<file path="src/axis_cfg.svh">
// stream width loop configuration: lane widths, sideband width and word FIFO depth
`ifndef AXIS_CFG_SVH
`define AXIS_CFG_SVH

// byte side of the loop
`define AXIS_NARROW_W 8

// word side of the loop, a whole multiple of the byte side
`define AXIS_WIDE_W 32

// one-bit sideband carried next to the data
`define AXIS_USER_W 1

// words held by the buffer between the two converters
`define AXIS_FIFO_DEPTH 4

// narrow lanes per wide word
`define AXIS_SEG_COUNT (`AXIS_WIDE_W / `AXIS_NARROW_W)

`endif

</file>
<file path="src/axis_pkg.sv">
// stream types package: payload, keep, sideband and lane index types of the width loop
`include "axis_cfg.svh"

package axis_pkg;

    // bits needed to address one narrow lane inside a wide word
    localparam int SEG_IDX_W = $clog2(`AXIS_SEG_COUNT);

    // one byte beat on the narrow side
    typedef logic [`AXIS_NARROW_W-1:0] narrow_data_t;

    // one word on the wide side, lane 0 in the low bits
    typedef logic [`AXIS_WIDE_W-1:0] wide_data_t;

    // one keep bit per narrow lane
    // kept lanes always start at lane 0 and are contiguous
    typedef logic [`AXIS_SEG_COUNT-1:0] wide_keep_t;

    // sideband
    typedef logic [`AXIS_USER_W-1:0] user_t;

    // lane index used while packing
    typedef logic [SEG_IDX_W-1:0] seg_idx_t;

    // highest lane, a word closes when this lane fills
    localparam seg_idx_t LAST_SEG = seg_idx_t'(`AXIS_SEG_COUNT - 1);

endpackage

</file>
<file path="src/axis_upsizer.sv">
// stream upsizer: packs narrow byte beats into wide words with per-lane keep
`timescale 1ns/1ps
`include "axis_cfg.svh"

module axis_upsizer (
    input  logic                   clk,
    input  logic                   rstn,

    // narrow input
    input  axis_pkg::narrow_data_t s_tdata,
    input  logic                   s_tvalid,
    output logic                   s_tready,
    input  logic                   s_tlast,
    input  axis_pkg::user_t        s_tuser,

    // wide output
    output axis_pkg::wide_data_t   m_tdata,
    output axis_pkg::wide_keep_t   m_tkeep,
    output logic                   m_tvalid,
    input  logic                   m_tready,
    output logic                   m_tlast,
    output axis_pkg::user_t        m_tuser
);

    import axis_pkg::*;

    // skid register for one byte taken while the word register is stalled
    narrow_data_t skid_data;
    logic         skid_valid;
    logic         skid_last;
    user_t        skid_user;

    // word being assembled, then presented
    wide_data_t   word_data;
    wide_keep_t   word_keep;
    logic         word_valid;
    logic         word_last;
    user_t        word_user;

    seg_idx_t     seg;

    logic         word_free;
    logic         in_avail;
    narrow_data_t in_data;
    logic         in_last;
    user_t        in_user;
    logic         in_close;

    assign s_tready = !skid_valid;

    assign m_tdata  = word_data;
    assign m_tkeep  = word_keep;
    assign m_tvalid = word_valid;
    assign m_tlast  = word_last;
    assign m_tuser  = word_user;

    // the word register can take a byte when idle or when its word leaves now
    assign word_free = !word_valid || m_tready;

    // skid byte is older, so it always goes first
    assign in_avail = skid_valid || s_tvalid;
    assign in_data  = skid_valid ? skid_data : s_tdata;
    assign in_last  = skid_valid ? skid_last : s_tlast;
    assign in_user  = skid_valid ? skid_user : s_tuser;

    // word closes on the top lane or at end of packet
    assign in_close = in_last || (seg == LAST_SEG);

    always_ff @(posedge clk) begin
        if (!rstn) begin
            seg        <= '0;
            skid_valid <= 1'b0;
            word_valid <= 1'b0;
        end else begin
            if (m_tready) begin
                word_valid <= 1'b0;
            end

            if (word_free) begin
                if (skid_valid) begin
                    skid_valid <= 1'b0;
                end
                if (in_avail) begin
                    if (in_close) begin
                        seg        <= '0;
                        word_valid <= 1'b1;
                    end else begin
                        seg <= seg + 1'b1;
                    end
                end
            end else if (s_tvalid && s_tready) begin
                skid_valid <= 1'b1;
            end
        end
    end

    // payload path
    always_ff @(posedge clk) begin
        if (word_free && in_avail) begin
            word_data[seg*`AXIS_NARROW_W +: `AXIS_NARROW_W] <= in_data;
            // lane 0 starts a new word, so stale keep bits are dropped there
            if (seg == '0) begin
                word_keep <= wide_keep_t'(1);
            end else begin
                word_keep[seg] <= 1'b1;
            end
            word_last <= in_last;
            word_user <= in_user;
        end

        if (!word_free && s_tvalid && s_tready) begin
            skid_data <= s_tdata;
            skid_last <= s_tlast;
            skid_user <= s_tuser;
        end
    end

endmodule

</file>
<file path="src/axis_fifo.sv">
// word FIFO: circular buffer of wide stream beats with a registered read port
`timescale 1ns/1ps
`include "axis_cfg.svh"

module axis_fifo (
    input  logic                 clk,
    input  logic                 rstn,

    // write side
    input  axis_pkg::wide_data_t s_tdata,
    input  axis_pkg::wide_keep_t s_tkeep,
    input  logic                 s_tvalid,
    output logic                 s_tready,
    input  logic                 s_tlast,
    input  axis_pkg::user_t      s_tuser,

    // read side
    output axis_pkg::wide_data_t m_tdata,
    output axis_pkg::wide_keep_t m_tkeep,
    output logic                 m_tvalid,
    input  logic                 m_tready,
    output logic                 m_tlast,
    output axis_pkg::user_t      m_tuser
);

    import axis_pkg::*;

    localparam int DEPTH = `AXIS_FIFO_DEPTH;
    localparam int PTR_W = $clog2(DEPTH);
    localparam int CNT_W = $clog2(DEPTH + 1);

    wide_data_t       mem_data [DEPTH];
    wide_keep_t       mem_keep [DEPTH];
    logic             mem_last [DEPTH];
    user_t            mem_user [DEPTH];

    logic [PTR_W-1:0] wr_ptr;
    logic [PTR_W-1:0] rd_ptr;
    // occupancy counts the output register too
    logic [CNT_W-1:0] count;

    logic             push;
    logic             pop;
    logic             out_load;
    logic             mem_empty;

    assign s_tready  = (count != CNT_W'(DEPTH));
    assign push      = s_tvalid && s_tready;
    assign pop       = m_tvalid && m_tready;
    assign out_load  = !m_tvalid || m_tready;
    assign mem_empty = (count == CNT_W'(m_tvalid));

    always_ff @(posedge clk) begin
        if (!rstn) begin
            wr_ptr   <= '0;
            rd_ptr   <= '0;
            count    <= '0;
            m_tvalid <= 1'b0;
        end else begin
            count <= count + CNT_W'(push) - CNT_W'(pop);
            if (out_load) begin
                if (!mem_empty) begin
                    rd_ptr   <= rd_ptr + 1'b1;
                    m_tvalid <= 1'b1;
                end else begin
                    // empty buffer, a new word goes straight to the output
                    m_tvalid <= push;
                end
            end
            if (push && !(out_load && mem_empty)) begin
                wr_ptr <= wr_ptr + 1'b1;
            end
        end
    end

    always_ff @(posedge clk) begin
        if (push && !(out_load && mem_empty)) begin
            mem_data[wr_ptr] <= s_tdata;
            mem_keep[wr_ptr] <= s_tkeep;
            mem_last[wr_ptr] <= s_tlast;
            mem_user[wr_ptr] <= s_tuser;
        end
        if (out_load && !mem_empty) begin
            m_tdata <= mem_data[rd_ptr];
            m_tkeep <= mem_keep[rd_ptr];
            m_tlast <= mem_last[rd_ptr];
            m_tuser <= mem_user[rd_ptr];
        end else if (out_load && push) begin
            m_tdata <= s_tdata;
            m_tkeep <= s_tkeep;
            m_tlast <= s_tlast;
            m_tuser <= s_tuser;
        end
    end

endmodule

</file>
<file path="src/axis_downsizer.sv">
// stream downsizer: unpacks wide words into byte beats up to the last kept lane
`timescale 1ns/1ps
`include "axis_cfg.svh"

module axis_downsizer (
    input  logic                   clk,
    input  logic                   rstn,

    // wide input
    input  axis_pkg::wide_data_t   s_tdata,
    input  axis_pkg::wide_keep_t   s_tkeep,
    input  logic                   s_tvalid,
    output logic                   s_tready,
    input  logic                   s_tlast,
    input  axis_pkg::user_t        s_tuser,

    // narrow output
    output axis_pkg::narrow_data_t m_tdata,
    output logic                   m_tvalid,
    input  logic                   m_tready,
    output logic                   m_tlast,
    output axis_pkg::user_t        m_tuser
);

    import axis_pkg::*;

    // shift buffer, lane 0 always holds the next byte to send
    wide_data_t   buf_data;
    wide_keep_t   buf_keep;
    logic         buf_valid;
    logic         buf_last;
    user_t        buf_user;

    logic         byte_free;
    logic         take_word;
    wide_keep_t   buf_keep_next;
    wide_keep_t   in_keep_next;

    assign s_tready = !buf_valid;
    assign take_word = s_tvalid && s_tready;

    // byte register is free when idle or when its byte leaves now
    assign byte_free = !m_tvalid || m_tready;

    assign buf_keep_next = buf_keep >> 1;
    assign in_keep_next  = s_tkeep >> 1;

    always_ff @(posedge clk) begin
        if (!rstn) begin
            buf_valid <= 1'b0;
            m_tvalid  <= 1'b0;
        end else begin
            if (m_tready) begin
                m_tvalid <= 1'b0;
            end

            if (byte_free) begin
                if (buf_valid) begin
                    m_tvalid <= 1'b1;
                    // buffer drains when no kept lane remains above the one sent
                    if (buf_keep_next == '0) begin
                        buf_valid <= 1'b0;
                    end
                end else if (take_word) begin
                    m_tvalid  <= 1'b1;
                    buf_valid <= (in_keep_next != '0);
                end
            end else if (take_word) begin
                buf_valid <= 1'b1;
            end
        end
    end

    // payload path
    always_ff @(posedge clk) begin
        if (byte_free) begin
            if (buf_valid) begin
                m_tdata  <= buf_data[`AXIS_NARROW_W-1:0];
                m_tuser  <= buf_user;
                m_tlast  <= buf_last && (buf_keep_next == '0);
                buf_data <= buf_data >> `AXIS_NARROW_W;
                buf_keep <= buf_keep_next;
            end else if (take_word) begin
                // first lane goes out directly, the rest waits in the buffer
                m_tdata  <= s_tdata[`AXIS_NARROW_W-1:0];
                m_tuser  <= s_tuser;
                m_tlast  <= s_tlast && (in_keep_next == '0);
                buf_data <= s_tdata >> `AXIS_NARROW_W;
                buf_keep <= in_keep_next;
                buf_last <= s_tlast;
                buf_user <= s_tuser;
            end
        end else if (take_word) begin
            // stalled output, hold the whole word
            buf_data <= s_tdata;
            buf_keep <= s_tkeep;
            buf_last <= s_tlast;
            buf_user <= s_tuser;
        end
    end

endmodule

</file>
<file path="src/axis_width_loop.sv">
// width loop top: byte stream packed to words, buffered, then unpacked to bytes
`timescale 1ns/1ps
`include "axis_cfg.svh"

module axis_width_loop (
    input  logic                   clk,
    input  logic                   rstn,

    // byte stream in
    input  axis_pkg::narrow_data_t s_tdata,
    input  logic                   s_tvalid,
    output logic                   s_tready,
    input  logic                   s_tlast,
    input  axis_pkg::user_t        s_tuser,

    // byte stream out
    output axis_pkg::narrow_data_t m_tdata,
    output logic                   m_tvalid,
    input  logic                   m_tready,
    output logic                   m_tlast,
    output axis_pkg::user_t        m_tuser
);

    import axis_pkg::*;

    // upsizer to FIFO
    wide_data_t up_tdata;
    wide_keep_t up_tkeep;
    logic       up_tvalid;
    logic       up_tready;
    logic       up_tlast;
    user_t      up_tuser;

    // FIFO to downsizer
    wide_data_t fifo_tdata;
    wide_keep_t fifo_tkeep;
    logic       fifo_tvalid;
    logic       fifo_tready;
    logic       fifo_tlast;
    user_t      fifo_tuser;

    axis_upsizer i_upsizer (
        .clk      (clk),
        .rstn     (rstn),
        .s_tdata  (s_tdata),
        .s_tvalid (s_tvalid),
        .s_tready (s_tready),
        .s_tlast  (s_tlast),
        .s_tuser  (s_tuser),
        .m_tdata  (up_tdata),
        .m_tkeep  (up_tkeep),
        .m_tvalid (up_tvalid),
        .m_tready (up_tready),
        .m_tlast  (up_tlast),
        .m_tuser  (up_tuser)
    );

    axis_fifo i_fifo (
        .clk      (clk),
        .rstn     (rstn),
        .s_tdata  (up_tdata),
        .s_tkeep  (up_tkeep),
        .s_tvalid (up_tvalid),
        .s_tready (up_tready),
        .s_tlast  (up_tlast),
        .s_tuser  (up_tuser),
        .m_tdata  (fifo_tdata),
        .m_tkeep  (fifo_tkeep),
        .m_tvalid (fifo_tvalid),
        .m_tready (fifo_tready),
        .m_tlast  (fifo_tlast),
        .m_tuser  (fifo_tuser)
    );

    axis_downsizer i_downsizer (
        .clk      (clk),
        .rstn     (rstn),
        .s_tdata  (fifo_tdata),
        .s_tkeep  (fifo_tkeep),
        .s_tvalid (fifo_tvalid),
        .s_tready (fifo_tready),
        .s_tlast  (fifo_tlast),
        .s_tuser  (fifo_tuser),
        .m_tdata  (m_tdata),
        .m_tvalid (m_tvalid),
        .m_tready (m_tready),
        .m_tlast  (m_tlast),
        .m_tuser  (m_tuser)
    );

endmodule

</file>
<file path="config.mk">
export PLATFORM = sky130hd
export DESIGN_NAME = axis_width_loop
export DESIGN_NICKNAME = d
export VERILOG_FILES = /design/src/axis_pkg.sv /design/src/axis_upsizer.sv /design/src/axis_fifo.sv /design/src/axis_downsizer.sv /design/src/axis_width_loop.sv
export VERILOG_INCLUDE_DIRS = /design/src
export SDC_FILE = /design/constraint.sdc
export NUM_CORES = 1
export LEC_CHECK = 0
export BUFFER_PORTS_ARGS = -buffer_cell sky130_fd_sc_hd__buf_2
export CAP_MARGIN = 15
export CORE_ASPECT_RATIO = 1.5
export CORE_MARGIN = 2
export CORE_UTILIZATION = 56
export CTS_CLUSTER_DIAMETER = 150
export CTS_CLUSTER_SIZE = 14
export DETAILED_ROUTE_END_ITERATION = 6
export PLACE_DENSITY_LB_ADDON = 0.1
export SETUP_SLACK_MARGIN = 0.05
export SLEW_MARGIN = 20
export SYNTH_ARGS = -nofsm -noshare
export SYNTH_HDL_FRONTEND = slang
export SYNTH_HIERARCHICAL = 1
export SYNTH_SLANG_ARGS = --single-unit
</file>
<file path="constraint.sdc">
create_clock -name clk -period 3.52 [get_ports clk]
set_input_delay 0.88 -clock clk [delete_from_list [all_inputs] [get_ports clk]]
set_output_delay 0.88 -clock clk [all_outputs]
set_load 0.01 [all_outputs]
</file>
Yosys cells after proc, flatten, opt, wreduce, memory -nomap -nowiden
Memory sizes are Yosys's and may differ from the RTL's. A register that Yosys moved wholly into a read port is not among the register bits.
Cells that the tools add are included.
Operators by class
  add/sub/neg operators: 6
  order comparisons: 2
  equality and inequality tests: 4
  shift operators: 2
  mux-type cells: 59
  bitwise gates (word level): 3
  reduce and logical (&&, ||, !) cells: 38
Operators with widths (count)
  $mux 32: 6
  $neg 5->34: 1
  $shift 8x34->32 const A: 1
  $shiftx 8x34->32: 1
  $mux 1: 33
  $bwmux 32: 1
  $mux 4: 6
  $mux 8: 3
  $mux 2: 9
  $logic_and 1x1->1: 13
  $logic_not 1->1: 8
  $logic_not 4->1: 2
  $reduce_and 2->1: 4
  $add 2x1->2 const B: 3
  $reduce_bool 2->1: 3
  $logic_or 1x1->1: 5
  $or 4x4->4: 1
  $reduce_bool 4->1: 1
  $add 3x1->3: 1
  $eq 3x1->1: 1
  $lt 2x3->1 const B: 1
  $ne 3x3->1 const B: 1
  $sub 3x1->3: 1
  $demux 1 s2: 1
  other kinds (6): 7
Word-level totals
  flip-flop bits (word level): 148
  RAM bits: 152
  bits of input ports: 14
  output and inout bits: 12
  logic and storage cells: 145
  memories: 4
Memories
  i_fifo.mem_data: depth 4, width 32, read ports 1, clocked after Yosys merged registers in 1, write ports 1, line axis_fifo.sv:32  | wide_data_t mem_data [DEPTH];
  i_fifo.mem_keep: depth 4, width 4, read ports 1, clocked after Yosys merged registers in 1, write ports 1, line axis_fifo.sv:33  | wide_keep_t mem_keep [DEPTH];
  i_fifo.mem_last: depth 4, width 1, read ports 1, clocked after Yosys merged registers in 1, write ports 1, line axis_fifo.sv:34  | logic mem_last [DEPTH];
  i_fifo.mem_user: depth 4, width 1, read ports 1, clocked after Yosys merged registers in 1, write ports 1, line axis_fifo.sv:35  | user_t mem_user [DEPTH];

Logic depth before layout (Yosys ltp)
Gate-level depths: netlist of the first run.
  word-level depth: 7
  depth in mapped cells: 13
  gate-level depth less buffers: 11

Modules after synthesis
Netlist of the first run, hierarchy kept.
By module, submodules not included
  axis_fifo: instances 1, cells an instance 345, area an instance 7813.7 um^2, sequential area each 5905.7 um^2
  axis_downsizer: instances 1, cells an instance 169, area an instance 2269.7 um^2, sequential area each 1451.4 um^2
  axis_upsizer: instances 1, cells an instance 141, area an instance 2043.2 um^2, sequential area each 1521.5 um^2

Worst setup path after synthesis of the first run
OpenSTA, ideal clock, no wires.
  kind: input -> register
  start: in m_tready
  end: reg i_downsizer.buf_data[0] (enable)
  library setup time: 439 ps
  data arrival time: 2992 ps
  required time: 3081 ps
  path slack: 89 ps
  cell stages on the path: 4
  buffers on the path: 2
  cells stage by stage: nor2b_1 > buf_2 > buf_2 > a21oi_1
On the way
  longest elaborated chain between the ends: 3
RTL lines
  start: declaration: line axis_width_loop.sv:19  | input logic m_tready,
  $logic_or 1x1->1: line axis_downsizer.sv:43  | assign byte_free = !m_tvalid || m_tready;
  $reduce_bool 2->1 (no source line)
  $reduce_and 2->1 (no source line)
  end signal: assignment: line axis_downsizer.sv:81  | buf_data <= buf_data >> `AXIS_NARROW_W;
  end signal: assignment: line axis_downsizer.sv:88  | buf_data <= s_tdata >> `AXIS_NARROW_W;
  end signal: assignment: line axis_downsizer.sv:95  | buf_data <= s_tdata;
  end: declaration: line axis_downsizer.sv:28  | wide_data_t buf_data;
Every way passes these cells.
A chain may end at the register's enable or synchronous reset.

Worst setup path in the final report of the first run
  start: reg i_fifo.count[2]
  end: reg i_fifo.count[2]
On the way
  longest elaborated chain between the ends: 4
RTL lines
  start: declaration: line axis_fifo.sv:40  | logic [CNT_W-1:0] count;
  start signal: assignment: line axis_fifo.sv:60  | count <= count + CNT_W'(push) - CNT_W'(pop);
  $ne 3x3->1: line axis_fifo.sv:47  | assign s_tready = (count != CNT_W'(DEPTH));
  named net up_tready: line axis_width_loop.sv:30  | logic up_tready;
  $logic_and 1x1->1: line axis_fifo.sv:48  | assign push = s_tvalid && s_tready;
  $add 3x1->3: line axis_fifo.sv:60
  $sub 3x1->3: line axis_fifo.sv:60
The timed path passes the listed nets, and every way through them passes these cells.

==> impl_metrics.ini, run 1 <==
[run_status]
status = finished clean

[global_routing]
grt_max_degree = 43
overflow = 0
antenna_found_initial = 0
grt_pass1_wl_um = 33300
grtUsageTotal_pct = 19.86
grt_pass1_vias = 5923

[clock_tree]
postCtsResizedCells = 0
clk_pin_slew_ps = 60
h-tree-depth = 1
cts.path.max_buffers = 3
cts.sinks = 295
cts_setup_buffers = 0
cts_buffers = 25
tritoncts = built
clk_latency_ps = 520
clockRootBuffer = clkbuf_16
ctsHoldBuffers = 0

[setup_path]
cp_cell_sequence = or3b_2 -> nand2_1 -> ha_1 -> inv_1 -> ha_1 -> inv_1 -> fa_1 -> xnor2_1 -> xnor2_1 -> and2_1
critPathLaunchType = flip-flop
slowest_stage = or3b_2
crit_path_max_fanout = 7
required_ps = 3930
worstPathArrival_ps = 2840
slowest_delay_ps = 490
critPathKind = flip-flop to flip-flop
cp-end-kind = flip-flop

[timing]
setup_viol = 0
max_freq_ghz = 0.4128
max_slew.worst_pin.slew_ps = 881.0
fin_crit_sh_pct = 68.82
period_minus_slack_ps = 2422
relSlewSlack_pct = 41.05
final_max_slew_viol_count = 0
rsz0062_at_grt = no
finalHoldViolCount = 0
skew_ps = 11.68
tns_ps = 0

[pwr]
pwr-share-clk_pct = 24.1
power_mw = 10.36
p_switching_mw = 2.902
power_frac_seq_pct = 50.3
swShare_pct = 28.02
ir_drop_mv = 0.9392
power.share.combinational_pct = 25.6
p_leak_nw = 4.385
p_per_area_nw_per_um2 = 791.6
p_int_mw = 7.456

[worst_hold_path]
hp-class = flip-flop to flip-flop

[layout]
drive_gt1_share_pct = 22.55
syn2layout_area_growth_pct = 9.923
num_antenna_cells = 0
nets = 715
fillers = 1489

[drt]
drc_errors = 0
routedWlPerCell_um = 21.91
ant_nets = 0
finalWirelength_um = 21320
vias = 5621
drtPass1Iterations = 4
drt_iter0_drc = 589
vias_per_cell = 5.777

[floorplanning]
core_area_um2 = 20980
die_w_um = 123.0
dieArea_um2 = 22460
die_h_um = 182.6
row_count = 65
start_util_pct = 56.73
ios = 26

[synth]
avgSynthCellArea_um2 = 18.43
synth_area_um2 = 11900
synth_nets = 675
syn_inst = 646
yosysWarnings = 6

[placed_design]
io_buffers = 25
hpwl_um = 13760
routabilityCongestion = 0.7441

[run]
maxCapViolCount = 0
-- registers in the layout, summed over array words and instances (netlist names), 8 cells and up, named ones only --
name,flops
i_fifo/mem_data,128
i_upsizer/skid_data,8
i_fifo/m_tdata,32
i_downsizer/m_tdata,8
i_downsizer/buf_data,32
i_upsizer/m_tdata,32
i_fifo/mem_keep,12
-- cell type report --
class	instances	area [um2]	share of cell area (%)
timing repair buffer	42	285.3	2.180
sequential	295	8701	66.50
tap	268	335.3	2.563
multi-input combinational	311	2999	22.92
clock inverter	2	25.02	0.1913
clock buffer	44	696.9	5.327
inverter	11	41.29	0.3156
-- power by group through the flow --
stage                     Clock (mW)  Combinational, mW  Sequential, mW
final                           2.50               2.65            5.21
after global routing            2.69               2.87            5.29
after CTS                       2.55               2.66            5.22
after detailed placement           0               2.65            5.30
after global placement             0               2.58            5.27
after floorplan                    0               2.06            5.17
-- through the flow --
step | worst slack [ps] | cells | util [%] | hold slack [ps] | cell area, um2
floorplan | 89.05 | 646 | - | 422.2 | 11900
finish | 1098 | 973 | 62.36 | 506.5 | 13080
detailed placement | 1031 | 926 | 58.78 | 480.9 | 12330
global placement | 1097 | 926 | 58.78 | 460.5 | 12330
CTS | 1084 | 972 | 62.22 | 504.5 | 13060
global route | 997.3 | 973 | 62.36 | 510.5 | 13080
-- path summary, 6_finish.rpt --
check | from | to | slack [ps] | cells past startpoint
worst max-delay path | i_fifo/count[2] | i_fifo/count[2] | 1100 | 10
worst min-delay path | i_fifo/rd_ptr[1] | i_fifo/rd_ptr[1] | 510 | 2
worst max register to register | i_fifo/count[2] | i_fifo/count[2] | 1100 | 10
worst min register to register | i_fifo/rd_ptr[1] | i_fifo/rd_ptr[1] | 510 | 2
-- metal layers --
metal	global-route usage (%)	share of wire [%]	routed length, um
met5	0	0	0
met4	6.182	2.4	514
met3	2.438	4.6	976
met2	34.32	52	11180
met1	26.31	41	8653
-- placed cells by master (no fill, tap or decap), drive strengths merged, types with 3 or more instances in the layout --
| cell | count |
|---|---|
| edfxtp | 279 |
| mux2 | 48 |
| nor2 | 47 |
| clkbuf | 44 |
| buf | 42 |
| nand2 | 40 |
| mux2i | 39 |
| mux4 | 37 |
| o21ai | 29 |
| and2 | 18 |
| dfxtp | 16 |
| ha | 14 |
| inv | 12 |
| nor2b | 5 |
| nand3 | 4 |
| nor3 | 3 |
-- critical path: cells and delay by family (launching register included) --
family                     cells  cell delay, ps
adders and majority gates      3             740
xor gates and xnor gates       2             280
buffers and inverters          2             110
and+or+nand+nor                3             720
DFF                            1             470
(Power assumes the default switching activity.)
==> run 2: changes to the inputs <==
CORE_UTILIZATION = 62   (was 56)
clock period = 2.4 ns   (was 3.52 ns; I/O delays follow)
==> impl_metrics.ini, run 2 (synthesis results as in run 1) <==
[timing]
final_max_slew_viol_count = 0
fin_crit_sh_pct = 91.99
period_minus_slack_ps = 2208
tns_ps = 0
skew_ps = 21.73
timing.final.ws_setup_ps = 192.3
relSlewSlack_pct = 47.13
hold_slack_ps = 274.3
rsz0062_at_grt = no
max_freq_ghz = 0.4530
finalHoldViolCount = 0
max_slew.worst_pin.slew_ps = 771.0
setup_viol = 0

[floorplanning]
die_w_um = 117.1
start_util_pct = 62.63
ios = 26
die_h_um = 173.7
core_area_um2 = 19010
dieArea_um2 = 20340
row_count = 62

[clock_tree]
postCtsResizedCells = 0
cts.sinks = 295
cts.path.max_buffers = 3
ctsHoldBuffers = 0
clockRootBuffer = clkbuf_16
clk_pin_slew_ps = 60
cts_setup_buffers = 0
tritoncts = built
h-tree-depth = 1
clk_latency_ps = 520
cts_buffers = 25

[drt]
vias = 5626
finalWirelength_um = 21480
vias_per_cell = 5.818
drt_iter0_drc = 413
drtPass1Iterations = 6
ant_nets = 0
routedWlPerCell_um = 22.21
drc_errors = 0

[pwr]
p_per_area_nw_per_um2 = 1166
ir_drop_mv = 1.005
power_mw = 15.42
p_leak_nw = 4.444

[global_routing]
overflow = 0
grt_pass1_wl_um = 33270
grtUsageTotal_pct = 21.83
antenna_found_initial = 0
grt_pass1_vias = 6090
grt_max_degree = 43

[layout]
largest_reg_flops = 128
multi_input_area_um2 = 3009
layout_common_cells = 279 x edfxtp_1, 47 x nor2_1, 40 x nand2_1
regArea_um2 = 8702
nets = 721
mostFrequentLayoutCell = edfxtp_1
stdcell_count = 967
num_antenna_cells = 0
final_area_um2 = 13220
regMostFlops = i_fifo/mem_data
drive_gt1_share_pct = 23.77
syn2layout_area_growth_pct = 11.07
fillers = 1200
final_core_util_pct = 69.56

[setup_path]
crit_path_max_fanout = 2
critPathLaunchType = flip-flop
critPathKind = flip-flop to flip-flop
worstPathArrival_ps = 2600
slowest_delay_ps = 480
slowest_stage = or3b_2
cp-end-kind = flip-flop
required_ps = 2790
cp_cell_sequence = or3b_2 -> nand2_1 -> ha_1 -> inv_1 -> ha_1 -> inv_1 -> fa_2 -> xnor2_2 -> xnor2_1 -> and2_1
r2r_setup_slack_ps = 190

[worst_hold_path]
hp-class = primary input to flip-flop

[placed_design]
place_ws_ps = 140.3
numPlacedInstances = 921
io_buffers = 25
routabilityCongestion = 0.8014
hpwl_um = 13390
placed_area_um2 = 12490

[run]
maxCapViolCount = 0

[run_status]
status = finished clean
-- run 2: cell count changes in the layout (fill, tap and decap cells not counted), sizes merged --
cell / delta
buf: +6
-- run 2: layout make-up --
cell class | count | area share [%]
inverters | 11 | 0.3313
multi-input cells | 311 | 22.76
clock inverters | 2 | 0.1893
well taps | 256 | 2.423
flip-flops and latches | 295 | 65.82
clock buffers | 44 | 5.272
repair buffers | 48 | 3.199
-- run 2: routing by layer --
layer / track usage [%] / up-vias / wire [um]
met2: 38.13 / 143 / 11520
li1: - / 2591 / -
met1: 29.30 / 2862 / 8548
met4: 5.147 / 0 / 374
met5: 0 / - / 0
met3: 2.762 / 30 / 1032
-- run 2: power by group --
part	internal, mW	total, mW	switching, mW
combinational	2.04	4.20	2.16
sequential	7.08	7.57	0.490
clock	1.97	3.65	1.68
-- run 2: worst max-delay path: cells and delay by family (launching register included) --
kind                     cells  cell delay (ps)
AND/OR/NAND/NOR              3              720
adder cells (fa/ha/maj)      3              690
buffers and inverters        2              110
XOR/XNOR                     2              270
flip-flops                   1              310
-- run 2: worst paths after layout --
kind	startpoint	end	cells after the start
hold reg to reg	i_fifo/rd_ptr[1]	i_fifo/rd_ptr[1]	2
hold / removal	s_tdata[4]	i_upsizer/skid_data[4]	1
setup reg to reg	i_fifo/count[0]	i_fifo/count[2]	10
setup / recovery	i_fifo/count[0]	i_fifo/count[2]	10
==> run 3: changes to the inputs <==
ABC_AREA = 1   (was unset)
==> impl_metrics.ini, run 3 <==
[timing]
hold_slack_ps = 258.1
timing.final.ws_setup_ps = 406.7
skew_ps = 18.21
rsz0062_at_grt = no
finalHoldViolCount = 0
max_slew.worst_pin.slew_ps = 808.3
relSlewSlack_pct = 45.92
setup_viol = 0
max_freq_ghz = 0.5017
period_minus_slack_ps = 1993
fin_crit_sh_pct = 83.06
final_max_slew_viol_count = 0

[global_routing]
antenna_found_initial = 0
grt_pass1_vias = 7277
overflow = 0
grt_max_degree = 75
grt_pass1_wl_um = 38090
grtUsageTotal_pct = 23.66

[drt]
vias_per_cell = 5.583
vias = 7330
ant_nets = 0
drtPass1Iterations = 5
routedWlPerCell_um = 17.94
finalWirelength_um = 23560
drt_iter0_drc = 816
drc_errors = 0

[layout]
final_core_util_pct = 69.59
drive_gt1_share_pct = 9.934
regMostFlops = i_fifo/mem_data
num_antenna_cells = 0
nets = 1067
syn2layout_area_growth_pct = 10.15
largest_reg_flops = 128
final_area_um2 = 13280
layout_common_cells = 279 x edfxtp_1, 196 x nand2_1, 145 x nor2_1
mostFrequentLayoutCell = edfxtp_1

[pwr]
pwr-share-clk_pct = 22.1
power.share.combinational_pct = 31.7
power_frac_seq_pct = 46.2
p_switching_mw = 5.754
p_per_area_nw_per_um2 = 1246
power_mw = 16.55
ir_drop_mv = 1.469
swShare_pct = 34.77
p_int_mw = 10.80
p_leak_nw = 4.974

[setup_path]
reg2reg_depth = 5
cp_cell_sequence = nand2_1 -> nand4_1 -> nand2_1 -> nor2_4 -> buf_12
slowest_stage = dfxtp_1
path_delay_family = simple AND/OR/NAND/NOR gates
path_depth = 5
required_ps = 2600
cp-end-kind = flip-flop
critPathBufInv = 1
crit_path_max_fanout = 37
worstPathArrival_ps = 2190
critPathLaunchType = flip-flop
crit_path_frequent_cell = nand2_1
slowest_delay_ps = 490
critPathKind = flip-flop to flip-flop

[placed_design]
placed_area_um2 = 12560
hpwl_um = 14740
io_buffers = 25
place_ws_ps = 422.0
routabilityCongestion = 0.8363

[floorplanning]
ios = 26
core_area_um2 = 19080
die_w_um = 117.9
row_count = 62
die_h_um = 174.8
dieArea_um2 = 20600
start_util_pct = 63.18

[clock_tree]
cts.path.max_buffers = 3
ctsHoldBuffers = 0
cts_buffers = 25
postCtsResizedCells = 0
cts_setup_buffers = 0
clk_latency_ps = 530
clk_pin_slew_ps = 60
cts.sinks = 295
h-tree-depth = 1
clockRootBuffer = clkbuf_16
tritoncts = built

[run_status]
status = finished clean

[synth]
synth_area_um2 = 12060
avgSynthCellArea_um2 = 11.94
synth_nets = 1039
yosysWarnings = 6
syn_inst = 1010

[worst_hold_path]
worstHoldPathCells = 1
hp-class = primary input to flip-flop

[run]
maxCapViolCount = 0
[run 3: power by group through the flow]
stage / Clock (mW) / Sequential [mW] / Combinational [mW]
after floorplan: 0 / 7.71 / 3.61
after CTS: 3.74 / 7.66 / 5.29
after global placement: 0 / 7.73 / 5.12
final: 3.66 / 7.65 / 5.24
after global routing: 3.91 / 7.76 / 5.87
after detailed placement: 0 / 7.76 / 5.25
[run 3: worst paths after layout]
| path | from | endpoint | slack (ps) |
|---|---|---|---|
| min reg2reg | i_fifo/m_tuser | i_downsizer/buf_user | 460 |
| min | s_tuser | i_upsizer/skid_user | 260 |
| max | i_fifo/m_tvalid | i_fifo/mem_keep[3][3] | 410 |
| max reg2reg | i_fifo/m_tvalid | i_fifo/mem_keep[3][3] | 410 |
[run 3: routing by layer]
| metal | vias up | part of all wire (%) | global-route usage [%] |
|---|---|---|---|
| li1 | 3561 | - | - |
| met1 | 3472 | 40 | 30.37 |
| met2 | 248 | 52 | 41.40 |
| met3 | 49 | 5.3 | 2.350 |
| met4 | 0 | 3.4 | 9.990 |
| met5 | - | 0 | 0 |
[run 3: final cells by class]
cell class	instances	area, um2
flip-flops and latches	295	8700
fillers	1381	5803
multi-input cells	580	2808
clock buffers	44	696.9
repair buffers	52	415.4
well taps	256	320.3
inverters	84	315.3
clock inverters	2	25.02
[run 3: metrics by stage]
step	instances	setup TNS, ps
after floorplan	1010	-14660
after global placement	1267	0
after detailed placement	1267	0
after CTS	1313	0
after global routing	1313	0
final	1313	0
